## config.mk

```make
export PLATFORM = sky130hd
export DESIGN_NAME = ifetch_top
export DESIGN_NICKNAME = d
export VERILOG_FILES = /design/src/ifetch_pkg.sv /design/src/fetch_bus_if.sv /design/src/ifetch_ctrl.sv /design/src/icache_array.sv /design/src/refill_reader.sv /design/src/ifetch_top.sv
export VERILOG_INCLUDE_DIRS = /design/src
export SDC_FILE = /design/constraint.sdc
export NUM_CORES = 2
export LEC_CHECK = 0
export BUFFER_PORTS_ARGS = -buffer_cell sky130_fd_sc_hd__buf_2
export CELL_PAD_IN_SITES_DETAIL_PLACEMENT = 1
export CELL_PAD_IN_SITES_GLOBAL_PLACEMENT = 1
export CORE_MARGIN = 1.5
export CORE_UTILIZATION = 61
export CTS_CLUSTER_DIAMETER = 50
export DETAILED_ROUTE_END_ITERATION = 6
export PLACE_DENSITY_LB_ADDON = 0.08
export SLEW_MARGIN = 20
export SYNTH_ARGS = -nofsm -noshare
export SYNTH_HDL_FRONTEND = slang
export SYNTH_MEMORY_MAX_BITS = 65536
export SYNTH_SLANG_ARGS = --single-unit
```

## constraint.sdc

```tcl
create_clock -name clock -period 9.5 [get_ports clock]
set_clock_uncertainty 0.1 [all_clocks]
set_input_delay 1.425 -clock clock [delete_from_list [all_inputs] [get_ports clock]]
set_output_delay 1.425 -clock clock [all_outputs]
set_load 0.01 [all_outputs]
```

## src/ifetch_defines.svh

```systemverilog
`ifndef IFETCH_DEFINES_SVH
`define IFETCH_DEFINES_SVH

//////////////////////
// fetch start
//////////////////////

`define IFETCH_RESET_PC 32'h3000_0000

//////////////////////
// cacheable window
//////////////////////

// sdram range, limit is exclusive
`define IFETCH_CACHE_BASE 32'ha000_0000
`define IFETCH_CACHE_LIMIT 32'ha200_0000

//////////////////////
// cache geometry
//////////////////////

`define IFETCH_LINE_WORDS 8 // 32 byte line
`define IFETCH_SETS 16

`endif

```

## src/ifetch_pkg.sv

```systemverilog
`include "ifetch_defines.svh"

package ifetch_pkg;

	localparam int offset_bits = $clog2(`IFETCH_LINE_WORDS * 4);
	localparam int index_bits = $clog2(`IFETCH_SETS);
	localparam int tag_bits = 32 - index_bits - offset_bits;
	localparam int word_bits = $clog2(`IFETCH_LINE_WORDS);

	localparam logic [1:0] burst_fixed = 2'b00;
	localparam logic [1:0] burst_incr = 2'b01;

	typedef enum logic [1:0] {
		OKAY   = 2'b00,
		EXOKAY = 2'b01,
		SLVERR = 2'b10,
		DECERR = 2'b11
	} axi_resp_e;

	typedef struct packed {
		logic [31:0] pc;
		logic [31:0] inst;
		logic        fault; // non-okay read response
	} fetch_pkt_t;

	typedef logic [index_bits-1:0] line_index_t;
	typedef logic [tag_bits-1:0] line_tag_t;
	typedef logic [word_bits-1:0] word_sel_t;

	function automatic line_index_t addr_index(input logic [31:0] addr);
		return addr[offset_bits +: index_bits];
	endfunction

	function automatic line_tag_t addr_tag(input logic [31:0] addr);
		return addr[31 -: tag_bits];
	endfunction

	function automatic word_sel_t addr_word(input logic [31:0] addr);
		return addr[2 +: word_bits];
	endfunction

endpackage

```

## src/fetch_bus_if.sv

```systemverilog
//////////////////////
// ctrl <-> icache, reader fills
//////////////////////

interface cache_lookup_if;
	import ifetch_pkg::*;

	logic        lookup_valid;
	logic [31:0] lookup_addr;
	logic        hit; // registered, one cycle after lookup
	logic [31:0] rdata;

	logic        fill_valid; // one word per accepted beat
	logic [31:0] fill_addr;
	logic [31:0] fill_data;
	logic        fill_last;
	axi_resp_e   fill_resp;

	modport ctrl (output lookup_valid, lookup_addr, input hit, rdata);
	modport cache (
		input  lookup_valid, lookup_addr,
		input  fill_valid, fill_addr, fill_data, fill_last, fill_resp,
		output hit, rdata
	);
	modport filler (output fill_valid, fill_addr, fill_data, fill_last, fill_resp);
endinterface

//////////////////////
// ctrl <-> refill reader
//////////////////////

interface refill_if;
	import ifetch_pkg::*;

	logic        req_valid; // taken when busy is low
	logic [31:0] req_addr;
	logic        req_burst;
	logic        busy;
	logic        beat_valid;
	logic [31:0] beat_data;
	axi_resp_e   beat_resp;
	logic        done; // beat with rlast

	modport ctrl (
		output req_valid, req_addr, req_burst,
		input  busy, beat_valid, beat_data, beat_resp, done
	);
	modport reader (
		input  req_valid, req_addr, req_burst,
		output busy, beat_valid, beat_data, beat_resp, done
	);
endinterface

```

## src/ifetch_ctrl.sv

```systemverilog
`include "ifetch_defines.svh"

module ifetch_ctrl (
	input  logic                   clock,
	input  logic                   reset,
	input  logic                   redirect_valid,
	input  logic [31:0]            redirect_pc,
	output logic                   inst_valid,
	input  logic                   inst_ready,
	output ifetch_pkg::fetch_pkt_t pkt,
	cache_lookup_if.ctrl           lookup,
	refill_if.ctrl                 refill
);
	import ifetch_pkg::*;

	typedef enum logic [2:0] {
		st_lookup,
		st_wait_hit,
		st_refill,
		st_drain,
		st_hold
	} state_e;

	state_e      state;
	logic [31:0] pc;
	logic        cacheable;
	logic        req_taken;
	logic        discard; // redirect seen during this refill
	word_sel_t   beat_cnt;
	logic        beat_match;
	logic        take_hit;
	logic        take_beat;
	logic        xfer;

	//////////////////////
	// decode
	//////////////////////

	assign cacheable = (pc >= `IFETCH_CACHE_BASE) && (pc < `IFETCH_CACHE_LIMIT);
	assign xfer = inst_valid && inst_ready;

	assign lookup.lookup_valid = (state == st_lookup);
	assign lookup.lookup_addr = pc;

	// single cycle request, reader is idle here
	assign refill.req_valid = (state == st_refill) && !req_taken && !refill.busy;
	assign refill.req_addr = pc;
	assign refill.req_burst = cacheable;

	// uncached reads return only our word
	assign beat_match = !cacheable || (beat_cnt == addr_word(pc));

	assign take_hit = (state == st_wait_hit) && cacheable && lookup.hit && !redirect_valid;
	assign take_beat = (state == st_refill) && refill.beat_valid && beat_match
		&& !discard && !redirect_valid;

	//////////////////////
	// pc and fsm
	//////////////////////

	always_ff @(posedge clock) begin
		if (reset) begin
			state <= st_lookup;
			pc <= `IFETCH_RESET_PC;
			inst_valid <= 1'b0;
			req_taken <= 1'b0;
			discard <= 1'b0;
			beat_cnt <= '0;
		end else begin
			if (redirect_valid) pc <= redirect_pc;
			else if (xfer) pc <= pc + 32'd4;

			// held packet is dropped at once on redirect
			if (redirect_valid) inst_valid <= 1'b0;
			else if (take_hit || take_beat) inst_valid <= 1'b1;
			else if (xfer) inst_valid <= 1'b0;

			if (refill.req_valid) req_taken <= 1'b1;
			if (refill.beat_valid) beat_cnt <= beat_cnt + 1'b1;

			case (state)
				st_lookup: begin
					if (!redirect_valid) state <= st_wait_hit; // relook at new pc
				end
				st_wait_hit: begin
					if (redirect_valid) begin
						state <= st_lookup;
					end else if (take_hit) begin
						state <= st_hold;
					end else begin
						state <= st_refill;
						req_taken <= 1'b0;
						discard <= 1'b0;
						beat_cnt <= '0;
					end
				end
				st_refill: begin
					if (redirect_valid) discard <= 1'b1;
					// refill always runs to rlast
					if (refill.done) state <= take_beat ? st_hold : st_lookup;
					else if (take_beat) state <= st_drain;
				end
				st_drain: begin
					if (refill.done) state <= st_hold; // rest of line is in
				end
				st_hold: begin
					if (!inst_valid || xfer || redirect_valid) state <= st_lookup;
				end
				default: state <= st_lookup;
			endcase
		end
	end

	//////////////////////
	// packet to decode
	//////////////////////

	always_ff @(posedge clock) begin
		if (take_hit) begin
			pkt.pc <= pc;
			pkt.inst <= lookup.rdata;
			pkt.fault <= 1'b0;
		end else if (take_beat) begin
			pkt.pc <= pc;
			pkt.inst <= refill.beat_data;
			pkt.fault <= (refill.beat_resp != OKAY);
		end
	end

endmodule

```

## src/icache_array.sv

```systemverilog
`include "ifetch_defines.svh"

module icache_array (
	input logic           clock,
	input logic           reset,
	cache_lookup_if.cache lookup,
	cache_lookup_if.cache fill
);
	import ifetch_pkg::*;

	logic [31:0] data_mem [`IFETCH_SETS][`IFETCH_LINE_WORDS];
	line_tag_t   tag_mem [`IFETCH_SETS];
	logic [`IFETCH_SETS-1:0] line_valid;

	line_index_t rd_index;
	line_tag_t   rd_tag;
	word_sel_t   rd_word;
	line_index_t fill_index;
	word_sel_t   fill_word;
	logic        fill_beat_ok;
	logic        fill_ok; // every beat of current line okay so far

	assign rd_index = addr_index(lookup.lookup_addr);
	assign rd_tag = addr_tag(lookup.lookup_addr);
	assign rd_word = addr_word(lookup.lookup_addr);

	assign fill_index = addr_index(fill.fill_addr);
	assign fill_word = addr_word(fill.fill_addr);
	assign fill_beat_ok = (fill.fill_resp == OKAY);

	//////////////////////
	// lookup
	//////////////////////

	always_ff @(posedge clock) begin
		if (reset) begin
			lookup.hit <= 1'b0;
		end else if (lookup.lookup_valid) begin
			lookup.hit <= line_valid[rd_index] && (tag_mem[rd_index] == rd_tag);
		end
	end

	always_ff @(posedge clock) begin
		if (lookup.lookup_valid) lookup.rdata <= data_mem[rd_index][rd_word];
	end

	//////////////////////
	// line fill
	//////////////////////

	always_ff @(posedge clock) begin
		if (fill.fill_valid) begin
			data_mem[fill_index][fill_word] <= fill.fill_data;
			tag_mem[fill_index] <= addr_tag(fill.fill_addr);
		end
	end

	always_ff @(posedge clock) begin
		if (reset) begin
			line_valid <= '0;
			fill_ok <= 1'b1;
		end else if (fill.fill_valid) begin
			if (fill.fill_last) begin
				// a faulted line stays invalid and is refetched later
				line_valid[fill_index] <= fill_ok && fill_beat_ok;
				fill_ok <= 1'b1;
			end else begin
				line_valid[fill_index] <= 1'b0; // old line is being overwritten
				fill_ok <= fill_ok && fill_beat_ok;
			end
		end
	end

endmodule

```

## src/refill_reader.sv

```systemverilog
`include "ifetch_defines.svh"

module refill_reader (
	input  logic                  clock,
	input  logic                  reset,
	refill_if.reader              refill,
	cache_lookup_if.filler        fill,
	output logic [31:0]           araddr,
	output logic                  arvalid,
	output logic [3:0]            arlen,
	output logic [1:0]            arburst,
	input  logic                  arready,
	input  logic                  rvalid,
	input  logic                  rlast,
	input  logic [31:0]           rdata,
	input  ifetch_pkg::axi_resp_e rresp,
	output logic                  rready
);
	import ifetch_pkg::*;

	logic      busy;
	logic      take;
	logic      beat;
	word_sel_t beat_cnt;

	assign rready = 1'b1;
	assign take = refill.req_valid && !busy;
	assign beat = busy && rvalid && rready;

	assign refill.busy = busy;
	assign refill.beat_valid = beat;
	assign refill.beat_data = rdata;
	assign refill.beat_resp = rresp;
	assign refill.done = beat && rlast;

	// uncached beats never touch the cache
	assign fill.fill_valid = beat && (arburst == burst_incr);
	assign fill.fill_addr = {araddr[31:offset_bits], beat_cnt, 2'b00};
	assign fill.fill_data = rdata;
	assign fill.fill_last = rlast;
	assign fill.fill_resp = rresp;

	always_ff @(posedge clock) begin
		if (reset) begin
			busy <= 1'b0;
			arvalid <= 1'b0;
			beat_cnt <= '0;
		end else begin
			if (take) begin
				busy <= 1'b1;
				arvalid <= 1'b1; // up the cycle after the request
				beat_cnt <= '0;
			end else if (arvalid && arready) begin
				arvalid <= 1'b0;
			end
			if (beat) begin
				beat_cnt <= beat_cnt + 1'b1;
				if (rlast) busy <= 1'b0;
			end
		end
	end

	always_ff @(posedge clock) begin
		if (take) begin
			if (refill.req_burst) begin
				araddr <= {refill.req_addr[31:offset_bits], {offset_bits{1'b0}}}; // line aligned
				arlen <= 4'(`IFETCH_LINE_WORDS - 1);
				arburst <= burst_incr;
			end else begin
				araddr <= refill.req_addr;
				arlen <= 4'd0;
				arburst <= burst_fixed;
			end
		end
	end

endmodule

```

## src/ifetch_top.sv

```systemverilog
module ifetch_top (
	input  logic                  clock,
	input  logic                  reset,

	output logic [31:0]           araddr,
	output logic                  arvalid,
	output logic [3:0]            arlen,
	output logic [1:0]            arburst,
	output logic                  rready,
	input  logic                  arready,
	input  logic [31:0]           rdata,
	input  ifetch_pkg::axi_resp_e rresp,
	input  logic                  rlast,
	input  logic                  rvalid,

	input  logic                  redirect_valid,
	input  logic [31:0]           redirect_pc,

	output logic                  inst_valid,
	output logic [31:0]           inst,
	output logic [31:0]           inst_pc,
	output logic                  inst_fault,
	input  logic                  inst_ready
);
	import ifetch_pkg::*;

	fetch_pkt_t pkt;

	cache_lookup_if u_lookup_if ();
	refill_if u_refill_if ();

	ifetch_ctrl u_ctrl (
		.clock          (clock),
		.reset          (reset),
		.redirect_valid (redirect_valid),
		.redirect_pc    (redirect_pc),
		.inst_valid     (inst_valid),
		.inst_ready     (inst_ready),
		.pkt            (pkt),
		.lookup         (u_lookup_if),
		.refill         (u_refill_if)
	);

	icache_array u_icache (
		.clock  (clock),
		.reset  (reset),
		.lookup (u_lookup_if),
		.fill   (u_lookup_if) // fill side of the same link
	);

	refill_reader u_reader (
		.clock   (clock),
		.reset   (reset),
		.refill  (u_refill_if),
		.fill    (u_lookup_if),
		.araddr  (araddr),
		.arvalid (arvalid),
		.arlen   (arlen),
		.arburst (arburst),
		.arready (arready),
		.rvalid  (rvalid),
		.rlast   (rlast),
		.rdata   (rdata),
		.rresp   (rresp),
		.rready  (rready)
	);

	assign inst = pkt.inst;
	assign inst_pc = pkt.pc;
	assign inst_fault = pkt.fault;

endmodule

```

==> flow_metrics.py <==
metrics = {
    "route": {
        "drt-vias-per-instance": 7.12,
        "drcViolationCount": 0,
        "wl_per_cell_microns": 41.4,
        "vias": 86200,
        "drtIter0Drc": 13500,
        "wl_met2_mm": 238,
        "dr_wl_met3_mm": 58.4,
        "m1WireLength_mm": 185,
        "wl_mm": 501,
        "first_pass_iters": 5,
        "drtAntennaViolNets": 0,
        "routed.top_layer": "met5",
    },
    "placed_design": {
        "dp_cells": 11200,
        "port_buffers": 175,
        "gp_congestion": 0.825,
        "hpwlAfterDp_mm": 278,
    },
    "synthesis": {
        "yosys.cell_types.count": 53,
        "ys_seq_area_share_pct": 78.3,
        "synth_edf_count": 4593,
        "ys_warn_count": 0,
        "async_reset_ff_share_pct": 0,
        "syn-cell-area_sq_um": 178000,
        "synthFlopType": "edfxtp_1",
        "synth-seq-cells": 4662,
        "netlist_instances": 7317,
        "syn_avg_cell_area_sq_um": 24.3,
    },
    "pwr": {
        "clockPowerShare_pct": 42.9,
        "switchingPower_w": 0.00943,
        "leakage_nw": 61.4,
        "power_w": 0.0436,
        "ir_worst_vdd_uv": 160,
        "power_frac_seq_pct": 52.2,
        "internal_power_w": 0.0342,
        "p_sw_share_pct": 21.6,
        "power_density_nw_per_um2": 217,
        "combPwrFrac_pct": 5.0,
    },
    "setup_path": {
        "cp-start-kind": "flip-flop",
        "critPathMaxFanout": 105,
        "worstPathRequired_ns": 10.09,
        "worstSetupPathType": "reg2reg",
        "worst_setup_path_end_kind": "flip-flop",
        "worstPathArrival_ns": 6.08,
    },
    "timing": {
        "period_minus_slack_ns": 5.49,
        "slew_headroom_pct": 17.9,
        "fmax_ghz": 0.182,
        "rsz0062_at_grt": "no",
        "post-route-period-util_pct": 57.8,
        "finalSetupViolations": 0,
        "finalSetupTns_ns": 0,
        "drv_slew": 0,
        "hold_viol": 0,
        "whs_ns": 0.381,
        "tightest_slew_ns": 1.23,
    },
    "floorplan": {
        "start_util_pct": 61.2,
        "core-area_sq_um": 291000,
        "fp.dieW_microns": 543,
        "die_h_microns": 543,
        "placement_rows": 198,
        "io_pins": 179,
        "dieArea_sq_um": 295000,
    },
    "cts": {
        "cts_max_level": 5,
        "clock_latency_ns": 0.99,
        "root_buffer": "clkbuf_16",
        "path_clk_slew_ns": 0.06,
        "cts_tree": "built",
        "cts_max_path_buffers": 4,
        "clock_sinks": 4662,
        "ctsResizeCount": 0,
        "cts_buffers": 479,
        "cts_hold_buf": 0,
        "post_cts_buffers": 0,
    },
    "global_routing": {
        "antenna_found_initial": 57,
        "grt_pass1_wl_mm": 695,
        "grt_pass1_vias": 87400,
        "track_usage_pct": 34.5,
        "grt_overflow": 0,
        "grt_max_degree": 130,
    },
    "cells_and_area": {
        "mostFrequentLayoutCell": "edfxtp_1",
        "area_growth_pct": 13.0,
        "fin_nets": 7872,
        "nFillCells": 21400,
        "final_cells": 12100,
        "final_cell_mix": "4593 x edfxtp_1, 1436 x mux4_2, 487 x clkbuf_16",
        "drive_gt1_share_pct": 33.3,
    },
    "run_status": {
        "status": "finished, final reports clean",
    },
    "min_path": {
        "hold_path_class": "reg2reg",
    },
    "job": {
        "drv_cap": 0,
    },
}
## power by group through the flow
stage | Combinational, W | Clock (W) | Sequential, W
finish | 0.00217 | 0.0187 | 0.0227
global route | 0.00223 | 0.0194 | 0.0227
CTS | 0.00215 | 0.0188 | 0.0227
detailed placement | 0.00214 | 0 | 0.0232
global placement | 0.00208 | 0 | 0.0232
floorplan | 0.00115 | 0 | 0.0231
## cells in the mapped netlist (2+ instances only)
master	count	share of area [%]
nor2_1	221	0.47
nor4_1	5	0.018
xor2_1	31	0.15
nand2_1	169	0.36
and2_1	31	0.11
buf_2	119	0.33
mux2_2	2	0.013
nor2b_1	12	0.042
o221ai_1	2	0.0098
buf_4	39	0.16
xnor2_1	24	0.12
nand2b_1	12	0.042
a2111oi_0	2	0.0098
dfxtp_1	69	0.78
a22o_1	33	0.16
mux4_2	1436	18
conb_1	2	0.0042
a21oi_1	49	0.14
nand4_1	12	0.042
buf_1	56	0.12
a211oi_1	11	0.046
inv_1	8	0.017
nand3b_1	3	0.013
o22ai_1	2	0.0070
clkinv_1	3	0.0063
and4_1	2	0.0098
nand3_1	21	0.059
mux2i_1	64	0.36
o21ai_0	24	0.068
ha_1	4	0.028
or3_1	4	0.014
edfxtp_1	4593	78
nor3_1	10	0.028
a31oi_1	3	0.011
and3_1	10	0.035
clkbuf_1	212	0.45
## final cells by class
cell class,count,area (sq um),share of cell area (%)
Clock buffer,567,12500,6.22
Inverter,12,58.8,0.0293
Antenna cell,19,47.5,0.0237
Multi-Input combinational cell,2218,37800,18.8
Tap cell,3900,4880,2.43
Clock inverter,319,3100,1.54
Sequential cell,4662,139000,69.3
Timing Repair Buffer,422,3310,1.64
## per-layer routing
| metal | vias to the layer above | global-route usage, % |
|---|---|---|
| met5 | - | 0 |
| met4 | 24 | 12.7 |
| met3 | 922 | 8.30 |
| met2 | 5944 | 52.6 |
| met1 | 46900 | 49.6 |
| li1 | 32400 | - |
## logic make-up after synthesis
| kind of cell | after synthesis | share of synthesized area [%] |
|---|---|---|
| compound gates | 137 | 0.506 |
| xor+xnor | 55 | 0.271 |
| fa+ha+maj | 4 | 0.0281 |
| buf+inv | 438 | 1.09 |
| flops | 4662 | 78.3 |
| mux | 1502 | 18.5 |
| other cells | 2 | 0.00422 |
| simple gates | 517 | 1.26 |
## worst paths after layout
path,start,endpoint,slack (ns),cells past startpoint
max,flip-flop,u_icache.fill.rdata[21]$_DFFE_PN_,4.01,7
min,u_reader.arvalid$_SDFFE_PP0P_,u_reader.arvalid$_SDFFE_PP0P_,0.38,2
max reg2reg,flip-flop,u_icache.fill.rdata[21]$_DFFE_PN_,4.01,7
min reg2reg,u_reader.arvalid$_SDFFE_PP0P_,u_reader.arvalid$_SDFFE_PP0P_,0.38,2
## worst max-delay path, stage by stage, from the launching register on
cell and delay [ns]:
dfxtp_4 0.92, buf_12 0.63, buf_12 0.60, mux4_2 0.65
mux4_2 0.51, mux4_2 0.57, nand2_1 0.56, nand2_1 0.13
## per-stage QoR
stage               setup slack [ns]  instance area (sq um)  utilization, %
floorplan                       4.52                 178000               -
global placement                4.03                 185000            63.7
detailed placement              4.00                 185000            63.7
CTS                             4.02                 201000            69.0
global route                    3.72                 201000            69.2
finish                          4.01                 201000            69.2
## registers in the layout (all words and copies together) (netlist names), 3 cells and up, named ones only
name and cells:
u_icache.fill.rdata 32, u_reader.beat_cnt 3, u_reader.araddr 32, u_ctrl.state 3, u_ctrl.lookup.lookup_addr 32, u_icache.data_mem 4096
u_ctrl.pkt 65, u_icache.tag_mem 368, u_icache.line_valid 16, u_ctrl.beat_cnt 3
No activity file was read; power rests on OpenSTA's default activity.
